--- src/vc_pkg.sv ---
/*
 * Receive path shared definitions
 * Widths, ring geometry, beat and buffer word layouts, writer FSM states
 */

package vc_pkg;

   // --------------------------------------------------
   // Stream widths
   // --------------------------------------------------
   localparam int VC_DATA_WIDTH   = 128;
   localparam int VC_BE_WIDTH     = 16;
   localparam int VC_BARDEC_WIDTH = 8;

   // --------------------------------------------------
   // Buffer geometry
   // --------------------------------------------------
   // Words per channel ring
   localparam int VC_REGION_DEPTH    = 32;
   localparam int VC_PTR_WIDTH       = $clog2(VC_REGION_DEPTH);
   // One region per channel with the channel in the top address bit
   localparam int VC_ADDR_WIDTH      = VC_PTR_WIDTH + 1;
   localparam int VC_BUF_DEPTH       = 2 * VC_REGION_DEPTH;
   localparam int VC_PKT_COUNT_WIDTH = 16;

   typedef logic [VC_DATA_WIDTH-1:0]      vc_data_t;
   typedef logic [VC_BE_WIDTH-1:0]        vc_be_t;
   typedef logic [VC_BARDEC_WIDTH-1:0]    vc_bardec_t;
   typedef logic [VC_PTR_WIDTH-1:0]       vc_ring_ptr_t;
   typedef logic [VC_ADDR_WIDTH-1:0]      vc_addr_t;
   typedef logic [VC_PKT_COUNT_WIDTH-1:0] vc_pkt_count_t;

   // One Avalon-ST beat of 155 bits in link side bit order
   typedef struct packed {
      vc_data_t   data;
      logic       empty;
      logic       eop;
      logic       sop;
      vc_bardec_t bardec;
      vc_be_t     be;
   } vc_beat_t;

   localparam int VC_BEAT_WIDTH = $bits(vc_beat_t);

   // Stored word without bardec and empty
   typedef struct packed {
      vc_data_t data;
      vc_be_t   be;
      logic     sop;
      logic     eop;
   } vc_mem_word_t;

   // Write request from a packet writer
   typedef struct packed {
      vc_addr_t     addr;
      vc_mem_word_t word;
   } vc_mem_req_t;

   typedef enum logic {
      IDLE,
      PENDING
   } vc_writer_state_t;

endpackage

--- src/vc_mem_arbiter.sv ---
/*
 * Round-robin arbiter for the buffer write port
 * Two writers, one grant per cycle
 */

`timescale 1ns/10ps

module vc_mem_arbiter (
   input  logic                clk,
   input  logic                reset_n,
   input  logic                req0,
   input  logic                req1,
   input  vc_pkg::vc_mem_req_t req_data0,
   input  vc_pkg::vc_mem_req_t req_data1,
   output logic                gnt0,
   output logic                gnt1,
   output logic                wr_en,
   output vc_pkg::vc_mem_req_t wr_req
);

   // Set when writer 1 won the last grant
   logic last_gnt1;

   // --------------------------------------------------
   // Grant decode
   // --------------------------------------------------
   // On contention the side not served last wins
   assign gnt0 = req0 && (!req1 || last_gnt1);
   assign gnt1 = req1 && (!req0 || !last_gnt1);

   assign wr_en  = gnt0 || gnt1;
   assign wr_req = gnt1 ? req_data1 : req_data0;

   // Last grant register reset to favor channel 0
   always_ff @(posedge clk) begin
      if (!reset_n) begin
         last_gnt1 <= 1'b1;
      end else if (wr_en) begin
         last_gnt1 <= gnt1;
      end
   end

   // --------------------------------------------------
   // Checks
   // --------------------------------------------------
   a_one_hot : assert property (
      @(posedge clk) disable iff (!reset_n)
      !(gnt0 && gnt1)
   );

   // A held request waits at most one cycle
   a_wait0 : assert property (
      @(posedge clk) disable iff (!reset_n)
      req0 && !gnt0 |=> gnt0
   );

   a_wait1 : assert property (
      @(posedge clk) disable iff (!reset_n)
      req1 && !gnt1 |=> gnt1
   );

endmodule

--- config.mk ---
export PLATFORM = sky130hd
export DESIGN_NAME = vc_mem_arbiter
export DESIGN_NICKNAME = d
export VERILOG_FILES = /design/src/vc_pkg.sv /design/src/vc_mem_arbiter.sv
export SDC_FILE = /design/constraint.sdc
export NUM_CORES = 1
export LEC_CHECK = 0
export BUFFER_PORTS_ARGS = -buffer_cell sky130_fd_sc_hd__buf_2
export CELL_PAD_IN_SITES_DETAIL_PLACEMENT = 0
export CELL_PAD_IN_SITES_GLOBAL_PLACEMENT = 1
export CORE_AREA = 2 2 178 180
export DETAILED_ROUTE_END_ITERATION = 10
export DIE_AREA = 0 0 180 182
export GPL_TIMING_DRIVEN = 0
export PLACE_DENSITY_LB_ADDON = 0.15
export SLEW_MARGIN = 10
export SYNTH_ARGS = -nofsm -noshare
export SYNTH_HDL_FRONTEND = slang
export SYNTH_SLANG_ARGS = --single-unit
--- constraint.sdc ---
create_clock -name clk -period 1.1 [get_ports clk]
set_input_delay 0 -clock clk [delete_from_list [all_inputs] [get_ports clk]]
set_output_delay 0 -clock clk [all_outputs]
set_load 0.005 [all_outputs]
==> results.txt <==
The worst setup path is captured at an output pin. Final core utilization: 18.21%. The class of the most critical hold timing path is in -> reg. Final hold analysis gives a worst-case slack of 0.1811 ns. For this run, design rule violations remaining after detail routing come to 0.

Sorting the synthesized cells by area gives the leading types as mux2_4 (47%), mux2_2 (42%), buf_8 (5.5%). Setup repair after global routing could not meet its margin everywhere. Once detail routing completed, the nets flagged for antenna violations numbered 0. The logs give 0 for the hold violation total from the final report and 1,040 for the placed instance count. For the pin with the worst max-slew slack, the measured transition is 0.2316 ns. The die is 180 um wide. The checks that failed: negative setup slack.

After clock tree synthesis, the clock-pin slew on the worst setup and hold paths is 0 ns. The portion of synthesized cell area occupied by the leading cell type came out at 47.02%. By count the netlist is led by mux2_2 (83), mux2_4 (69), buf_2 (8), buf_8 (8), nand2b_1 (2).

The worst relative slew slack is 84.56%. Power spread over the standard cell area amounts to 457.4 nW/um2. For the total detailed-routing wirelength, the log shows 14,170 um. The synthesized design contains 0 enable-type register cells.

The synthesized flop and latch total was 1; the sequential cell area fraction in the yosys report was 0.9086%. For this configuration, the core starts out at a cell density of 7.111%. Primary flip-flop cell chosen by synthesis mapping: dfxtp_1. The fraction of final layout cells with drive strength greater than 1 is 99.38%, and the post-synth design cell area is 2203 um2. The post-route minimum period was 1.398 ns.

In this run the worst path has a maximum fanout of 10. The maximum VDD drop came out at 129.3 uV. The largest registers in the layout are last_gnt1: 1 flops.

The tools report the post-synthesis cell count as 176. The run gives 953 as the final layout net count. The number of optimization iterations in the first detailed-route pass came out at 3. The worst setup slack before clock tree synthesis is -0.4480 ns, and the peak clock frequency supported by timing is 715.1 MHz. After layout, the worst path uses 127.1% of the clock period. For this block, the initial DRC count from the detailed router was 30.

The floorplan step defined a die boundary enclosing 32,760 um2. The run finished, with violations left. The logs give 0 for the max-slew violation count and 5643 um2 for the cell area after layout. Initial antenna violation count: 0. The cell type with the highest aggregate area in the netlist is mux2_4. In this run the static leakage power is 3.032 nW. Counting flops with an async set or reset pin after synthesis yields a share of 0%. Final weighted congestion of routability-driven global placement: 0.6762. During synthesis, Yosys emitted a total of 0 warnings. Entering global routing, the biggest net connects 11 pins.

Number of flip-flops under the largest register name: 1. The final number of setup-violating endpoints was 152. After detailed routing, the number of vias per cell comes to 3.182.

The first global-routing pass estimated 19,730 um of wire. Global routing used 7.708% of the available tracks. The tools report the signal arrival time at the worst endpoint as 1.40 ns. Pin placement for this block handled 463 I/O pins. Clock latency on the worst-skew pair, taken at its later pin, is 0 ns. The average wire per cell in the routed design works out to 13.56 um. The tools report the total vias in the final route as 3,325.

In this run the tool buffered the top-level ports with 462 buffer cells. After synthesis, the netlist uses 11 different library cells. The register with the most flip-flops in the final layout is last_gnt1.

The run gives 5060 um2 as the instance area after placement. For the core box area, the log shows 30,990 um2. The logs give 0 for the quantity of hold-fixing buffers added after cts and -39.17 ns for the final total negative setup slack. Among all cell types in the netlist, the one instantiated most often is mux2_2. The logs give 65 for the row count and 0 ns for the clock skew after layout. The smallest setup slack after layout is -0.2984 ns, and the global-route congestion overflow total is 0. Each instance of the synthesized netlist takes up on average 12.52 um2. Kind of critical path: reg -> out. The logs give 0 for the antenna diode instance count and 3,417 for the number of global-route vias before repair. The die is 182 um tall.

The tool flagged a number of max-cap violations equal to 0. At the worst endpoint, the required time is 1.10 ns. Summing internal, switching and leakage power gives 2.581 mW. Startpoint class of the critical path: a flip-flop.

Leaving out filler cells and counting taps, the final layout contains 1,045. For the HPWL reported at the end of detailed placement, the log shows 12,920 um. The synthesized net count was 484; the area growth from synthesis to layout was 156.1%.
-- worst paths after layout --
path | start | to | slack [ns] | cells after the start
max reg2reg | last_gnt1 | last_gnt1 | 0.46 | 2
min | reset_n | last_gnt1 | 0.18 | 2
max | last_gnt1 | wr_req[147] | -0.30 | 6
min reg2reg | last_gnt1 | last_gnt1 | 0.49 | 2
-- placed cells by master (no fill, tap or decap), drive strengths merged --
cell / instances
mux2: 152
or2: 1
a21boi: 1
dfxtp: 1
nand3: 1
buf: 484
and2: 1
nand2b: 2
-- critical path: stages (launching register included) --
cell	delay, ns
dfxtp_2	0.31
a21boi_2	0.12
buf_6	0.17
buf_12	0.18
buf_12	0.16
mux2_4	0.32
buf_6	0.12
-- layer usage --
layer | track usage, % | up-vias | routed length, um
li1 | - | 1602 | -
met1 | 7.046 | 1476 | 4475
met2 | 17.95 | 247 | 8626
met3 | 1.203 | 0 | 1065
met4 | 0 | 0 | 0
met5 | 0 | - | 0
-- layout make-up --
class | instances | area [um2]
multi-input combinational | 158 | 2049
buffer | 17 | 256.5
tap | 402 | 503.0
sequential | 1 | 21.27
timing repair buffer | 467 | 2813
fill | 3545 | 25340
-- where the power goes --
group	total, mW	switching (mW)	internal, mW
combinational	2.54	0.835	1.70
sequential	0.0432	0.00252	0.0407
clock	0	0	0
total	2.58	0.837	1.74
-- repair_timing --
action                     in CTS  in global routing
buffers inserted                5                  0
setup endpoints to repair     153                153
cloned                          0                  0
hold endpoints to repair        0                  0
gates resized for setup        76                 18
-- cell families (layout without fill, tap and decap cells) --
logic type	count (synthesis)	count (layout)	synth area share, %
AOI/OAI and AO/OA	1	1	0.5110
buffers and inverters	17	484	7.780
DFF	1	1	0.9086
muxes	152	152	89.44
and+or+nand+nor	5	5	1.363
No activity file was read; power rests on OpenSTA's default activity.
