**src/vc_pkg.sv**
```systemverilog
/*
 * Receive path shared definitions
 * Widths, ring geometry, beat and buffer word layouts, writer FSM states
 */

package vc_pkg;

   // --------------------------------------------------
   // Stream widths
   // --------------------------------------------------
   localparam int VC_DATA_WIDTH   = 128;
   localparam int VC_BE_WIDTH     = 16;
   localparam int VC_BARDEC_WIDTH = 8;

   // --------------------------------------------------
   // Buffer geometry
   // --------------------------------------------------
   // Words per channel ring
   localparam int VC_REGION_DEPTH    = 32;
   localparam int VC_PTR_WIDTH       = $clog2(VC_REGION_DEPTH);
   // One region per channel with the channel in the top address bit
   localparam int VC_ADDR_WIDTH      = VC_PTR_WIDTH + 1;
   localparam int VC_BUF_DEPTH       = 2 * VC_REGION_DEPTH;
   localparam int VC_PKT_COUNT_WIDTH = 16;

   typedef logic [VC_DATA_WIDTH-1:0]      vc_data_t;
   typedef logic [VC_BE_WIDTH-1:0]        vc_be_t;
   typedef logic [VC_BARDEC_WIDTH-1:0]    vc_bardec_t;
   typedef logic [VC_PTR_WIDTH-1:0]       vc_ring_ptr_t;
   typedef logic [VC_ADDR_WIDTH-1:0]      vc_addr_t;
   typedef logic [VC_PKT_COUNT_WIDTH-1:0] vc_pkt_count_t;

   // One Avalon-ST beat of 155 bits in link side bit order
   typedef struct packed {
      vc_data_t   data;
      logic       empty;
      logic       eop;
      logic       sop;
      vc_bardec_t bardec;
      vc_be_t     be;
   } vc_beat_t;

   localparam int VC_BEAT_WIDTH = $bits(vc_beat_t);

   // Stored word without bardec and empty
   typedef struct packed {
      vc_data_t data;
      vc_be_t   be;
      logic     sop;
      logic     eop;
   } vc_mem_word_t;

   // Write request from a packet writer
   typedef struct packed {
      vc_addr_t     addr;
      vc_mem_word_t word;
   } vc_mem_req_t;

   typedef enum logic {
      IDLE,
      PENDING
   } vc_writer_state_t;

endpackage

```
**src/vc_demux.sv**
```systemverilog
/*
 * Buffered two-way stream demultiplexer
 * Registers beat and channel bit, then steers into one of two output stages
 */

`timescale 1ns/10ps

module vc_demux (
   input  logic              clk,
   input  logic              reset_n,
   input  vc_pkg::vc_beat_t  in_beat,
   input  logic              in_channel,
   input  logic              in_valid,
   output logic              in_ready,
   output vc_pkg::vc_beat_t  ch0_beat,
   output logic              ch0_valid,
   input  logic              ch0_ready,
   output vc_pkg::vc_beat_t  ch1_beat,
   output logic              ch1_valid,
   input  logic              ch1_ready
);

   import vc_pkg::*;

   // Registered beat with its channel
   logic     mid_valid;
   logic     mid_ready;
   logic     mid_channel;
   vc_beat_t mid_beat;

   // Output stage handshakes
   logic     rhs0_valid;
   logic     rhs0_ready;
   logic     rhs1_valid;
   logic     rhs1_ready;

   // --------------------------------------------------
   // Input stage for beat plus channel bit
   // --------------------------------------------------
   vc_pipe_stage #(
      .payload_width (VC_BEAT_WIDTH + 1)
   ) u_in_stage (
      .clk         (clk),
      .reset_n     (reset_n),
      .in_valid    (in_valid),
      .in_ready    (in_ready),
      .in_payload  ({in_channel, in_beat}),
      .out_ready   (mid_ready),
      .out_valid   (mid_valid),
      .out_payload ({mid_channel, mid_beat})
   );

   // --------------------------------------------------
   // Steering
   // --------------------------------------------------
   always_comb begin
      rhs0_valid = 1'b0;
      rhs1_valid = 1'b0;
      if (mid_channel) begin
         rhs1_valid = mid_valid;
         mid_ready  = rhs1_ready;
      end else begin
         rhs0_valid = mid_valid;
         mid_ready  = rhs0_ready;
      end
   end

   // Output stage per channel
   vc_pipe_stage #(
      .payload_width (VC_BEAT_WIDTH)
   ) u_out0_stage (
      .clk         (clk),
      .reset_n     (reset_n),
      .in_valid    (rhs0_valid),
      .in_ready    (rhs0_ready),
      .in_payload  (mid_beat),
      .out_ready   (ch0_ready),
      .out_valid   (ch0_valid),
      .out_payload (ch0_beat)
   );

   vc_pipe_stage #(
      .payload_width (VC_BEAT_WIDTH)
   ) u_out1_stage (
      .clk         (clk),
      .reset_n     (reset_n),
      .in_valid    (rhs1_valid),
      .in_ready    (rhs1_ready),
      .in_payload  (mid_beat),
      .out_ready   (ch1_ready),
      .out_valid   (ch1_valid),
      .out_payload (ch1_beat)
   );

   // A beat leaving the input stage shows up on its own channel output
   a_one_side : assert property (
      @(posedge clk) disable iff (!reset_n)
      mid_valid && mid_ready |=>
         ($past(mid_channel) ?
            (ch1_valid && ch1_beat == $past(mid_beat)) :
            (ch0_valid && ch0_beat == $past(mid_beat)))
   );

endmodule

```
**src/vc_pipe_stage.sv**
```systemverilog
/*
 * Single buffered valid/ready register stage
 * Holds one payload until the consumer takes it
 */

`timescale 1ns/10ps

module vc_pipe_stage #(
   parameter int payload_width = 8
) (
   input  logic                     clk,
   input  logic                     reset_n,
   input  logic                     in_valid,
   output logic                     in_ready,
   input  logic [payload_width-1:0] in_payload,
   input  logic                     out_ready,
   output logic                     out_valid,
   output logic [payload_width-1:0] out_payload
);

   logic take_in;

   // Room when empty or when the held word leaves this cycle
   assign in_ready = out_ready || !out_valid;
   assign take_in  = in_valid && in_ready;

   // --------------------------------------------------
   // Occupancy flag
   // --------------------------------------------------
   always_ff @(posedge clk) begin
      if (!reset_n) begin
         out_valid <= 1'b0;
      end else if (take_in) begin
         out_valid <= 1'b1;
      end else if (out_ready) begin
         // Taken with nothing new behind it
         out_valid <= 1'b0;
      end
   end

   // Payload register
   always_ff @(posedge clk) begin
      if (take_in) begin
         out_payload <= in_payload;
      end
   end

   // Stalled output must hold its word
   a_hold_stable : assert property (
      @(posedge clk) disable iff (!reset_n)
      out_valid && !out_ready |=> out_valid && $stable(out_payload)
   );

endmodule

```
**config.mk**
```make
export PLATFORM = sky130hd
export DESIGN_NAME = vc_demux
export DESIGN_NICKNAME = d
export VERILOG_FILES = /design/src/vc_pkg.sv /design/src/vc_demux.sv /design/src/vc_pipe_stage.sv
export SDC_FILE = /design/constraint.sdc
export NUM_CORES = 1
export LEC_CHECK = 0
export ABC_AREA = 1
export BUFFER_PORTS_ARGS = -buffer_cell sky130_fd_sc_hd__buf_2
export CORE_ASPECT_RATIO = 2
export CORE_MARGIN = 5
export CORE_UTILIZATION = 40
export DETAILED_ROUTE_END_ITERATION = 10
export HOLD_SLACK_MARGIN = 0.05
export PLACE_DENSITY = 0.69
export SLEW_MARGIN = 20
export SYNTH_ARGS = -nofsm -noshare
export SYNTH_HDL_FRONTEND = slang
export SYNTH_SLANG_ARGS = --single-unit
```
**constraint.sdc**
```tcl
create_clock -name clk -period 15.3 [get_ports clk]
set_input_delay 1.53 -clock clk [delete_from_list [all_inputs] [get_ports clk]]
set_output_delay 1.53 -clock clk [all_outputs]
set_load 0.02 [all_outputs]
```
==> results.json <==
{
  "num_rows": 97,
  "hold_violations": 0,
  "hold_depth": 0,
  "ios": 474,
  "relSlewSlack": 0.287,
  "remaining_drc_errors": 0,
  "ant_nets": 0,
  "ff2ff_path_depth": 6,
  "timing.final.crit_period_ns": 3.74,
  "p_per_area_mw_per_mm2": 142,
  "ys.warnings.count": 0,
  "drive_gt1_frac": 0.521,
  "h-tree-depth": 2,
  "die_height_um": 276,
  "dieWidth_um": 143,
  "fin_tns_setup_ns": 0,
  "syn_inst": 489,
  "dpl.hpwl_um": 23000,
  "hold_buffers": 0,
  "dr_total_vias": 6671,
  "cts_buffers": 39,
  "routabilityCongestion": 0.837,
  "synth_cell_types": 9,
  "final_cells": 1492,
  "cp_max_fo": 3,
  "tightest_slew_ns": 1.07,
  "drt-total-wl_um": 32400,
  "power_mw": 2.62,
  "maxSlewViolCount": 0,
  "critPathCaptureType": "primary output",
  "hp-class": "reg2reg",
  "overflow": 0,
  "yosysSeqAreaShare": 0.994,
  "start_kind": "input pin",
  "grt_max_degree": 95,
  "utilization": 0.528,
  "maxCapViolCount": 0,
  "root_buffer": "clkbuf_16",
  "final_common_cell": "buf_2",
  "drt_iter0_drc": 389,
  "clockBufferDepth": 3,
  "cts_setup_buffers": 0,
  "clk_transition_reported_paths_ns": 0.07,
  "max_freq_mhz": 267,
  "setup_viol": 0,
  "syn-mean-instance-area_um2": 28.9,
  "routedWlPerCell_um": 21.7,
  "port_buffers": 473,
  "grt_pass1_vias": 7020,
  "status": "finished clean",
  "fin_crit_sh": 0.245,
  "yosys_register_bits": 469,
  "clock_sink_count": 469,
  "fin_skew_ns": 0.00898,
  "core_mm2": 0.0350,
  "firstDrtPassIters": 4,
  "grt_antenna_before_repair": 11,
  "arrival_ns": 2.21,
  "most-common-layout-cells": "buf_2, edfxtp_1, clkbuf_16",
  "initial_utilization": 0.405,
  "cts_tree": "built",
  "clk_latency_ns": 0.52,
  "dp.cells": 1412,
  "hold_ws_ns": 0.438,
  "critPathKind": "in2out",
  "grt_usage": 0.155,
  "crit_required_ns": 13.77,
  "grt_pass1_wl_um": 44400,
  "post_cts_resized": 0,
  "die_area_mm2": 0.0395,
  "rsz0062_at_grt": "no",
  "nNetsFinal": 1170,
  "mappedNetlistNets": 650,
  "vias_per_cell": 4.47,
  "p_leak_nw": 6.98,
  "syn_to_final_growth_pct": 30.6,
  "peakVddDrop_mv": 0.143,
  "syn-cell-area_mm2": 0.0141
}
## sequential cells by signal, summed over array words and instances, names as in the netlist
name	cells
u_in_stage.out_payload	156
u_out1_stage.out_valid	1
u_out0_stage.out_valid	1
u_out0_stage.out_payload	155
u_in_stage.out_valid	1
u_out1_stage.out_payload	155
## Yosys cell counts
cell type | instances | area [um^2]
dfxtp_1 | 3 | 60.1
nand3_2 | 1 | 10.0
edfxtp_1 | 466 | 14000
inv_1 | 7 | 26.3
nor2_1 | 2 | 7.51
a21oi_1 | 2 | 10.0
nand2_1 | 6 | 22.5
nand2_2 | 1 | 6.26
a21oi_2 | 1 | 8.76
## worst max-delay path, cell delays in order
cell and delay, ns:
buf_2 0.09, inv_1 0.04, nand2_1 0.07, nand2_1 0.16
nand3_2 0.13, buf_2 0.18
## path summary, 6_finish.rpt
kind                                         start  slack, ns                                     end
min           u_in_stage.out_payload[46]$_DFFE_PP_       0.44  u_out0_stage.out_payload[46]$_DFFE_PP_
max                                      ch1_ready      11.56                                in_ready
max reg2reg  u_in_stage.out_payload[155]$_DFFE_PP_      12.64    u_in_stage.out_payload[17]$_DFFE_PP_
min reg2reg   u_in_stage.out_payload[46]$_DFFE_PP_       0.44  u_out0_stage.out_payload[46]$_DFFE_PP_
## stage by stage
stage	worst slack, ns	instance area (um^2)
after global placement	11.33	17100
after floorplan	6.47	14100
after global routing	11.51	18500
final	11.56	18500
after CTS	11.54	18400
after detailed placement	11.19	17100
## cells by family (layout without fill, tap and decap cells)
kind of cell    after synthesis  after routing  synth area share
simple gates                 10             10           0.00327
buf+inv                       7            557           0.00186
compound gates                3              3           0.00133
flops                       469            469             0.994
other cells                   0              8                 0
## metal layers
| metal | global-route usage | wire length, um |
|---|---|---|
| met4 | 0.0731 | 1250 |
| met5 | 0 | 29 |
| met1 | 0.172 | 10800 |
| met2 | 0.275 | 17700 |
| met3 | 0.0423 | 2580 |
## power by group
part,switching (mW),total [mW],internal [mW],leakage (nW)
Combinational,0.0839,0.118,0.0338,1.96
Clock,0.426,1.00,0.577,0.632
Sequential,0.0203,1.50,1.48,4.39
Total,0.530,2.62,2.09,6.98
## cell type report
type                       count  area (um^2)
clock buffer                  47         1050
inverter                       7         31.3
sequential                   469        14100
timing repair buffer         479         2420
antenna                        8         20.0
clock inverter                24          253
tap                          445          557
multi-input combinational     13         80.1
fill                        2752        16500
(Power assumes the default switching activity.)
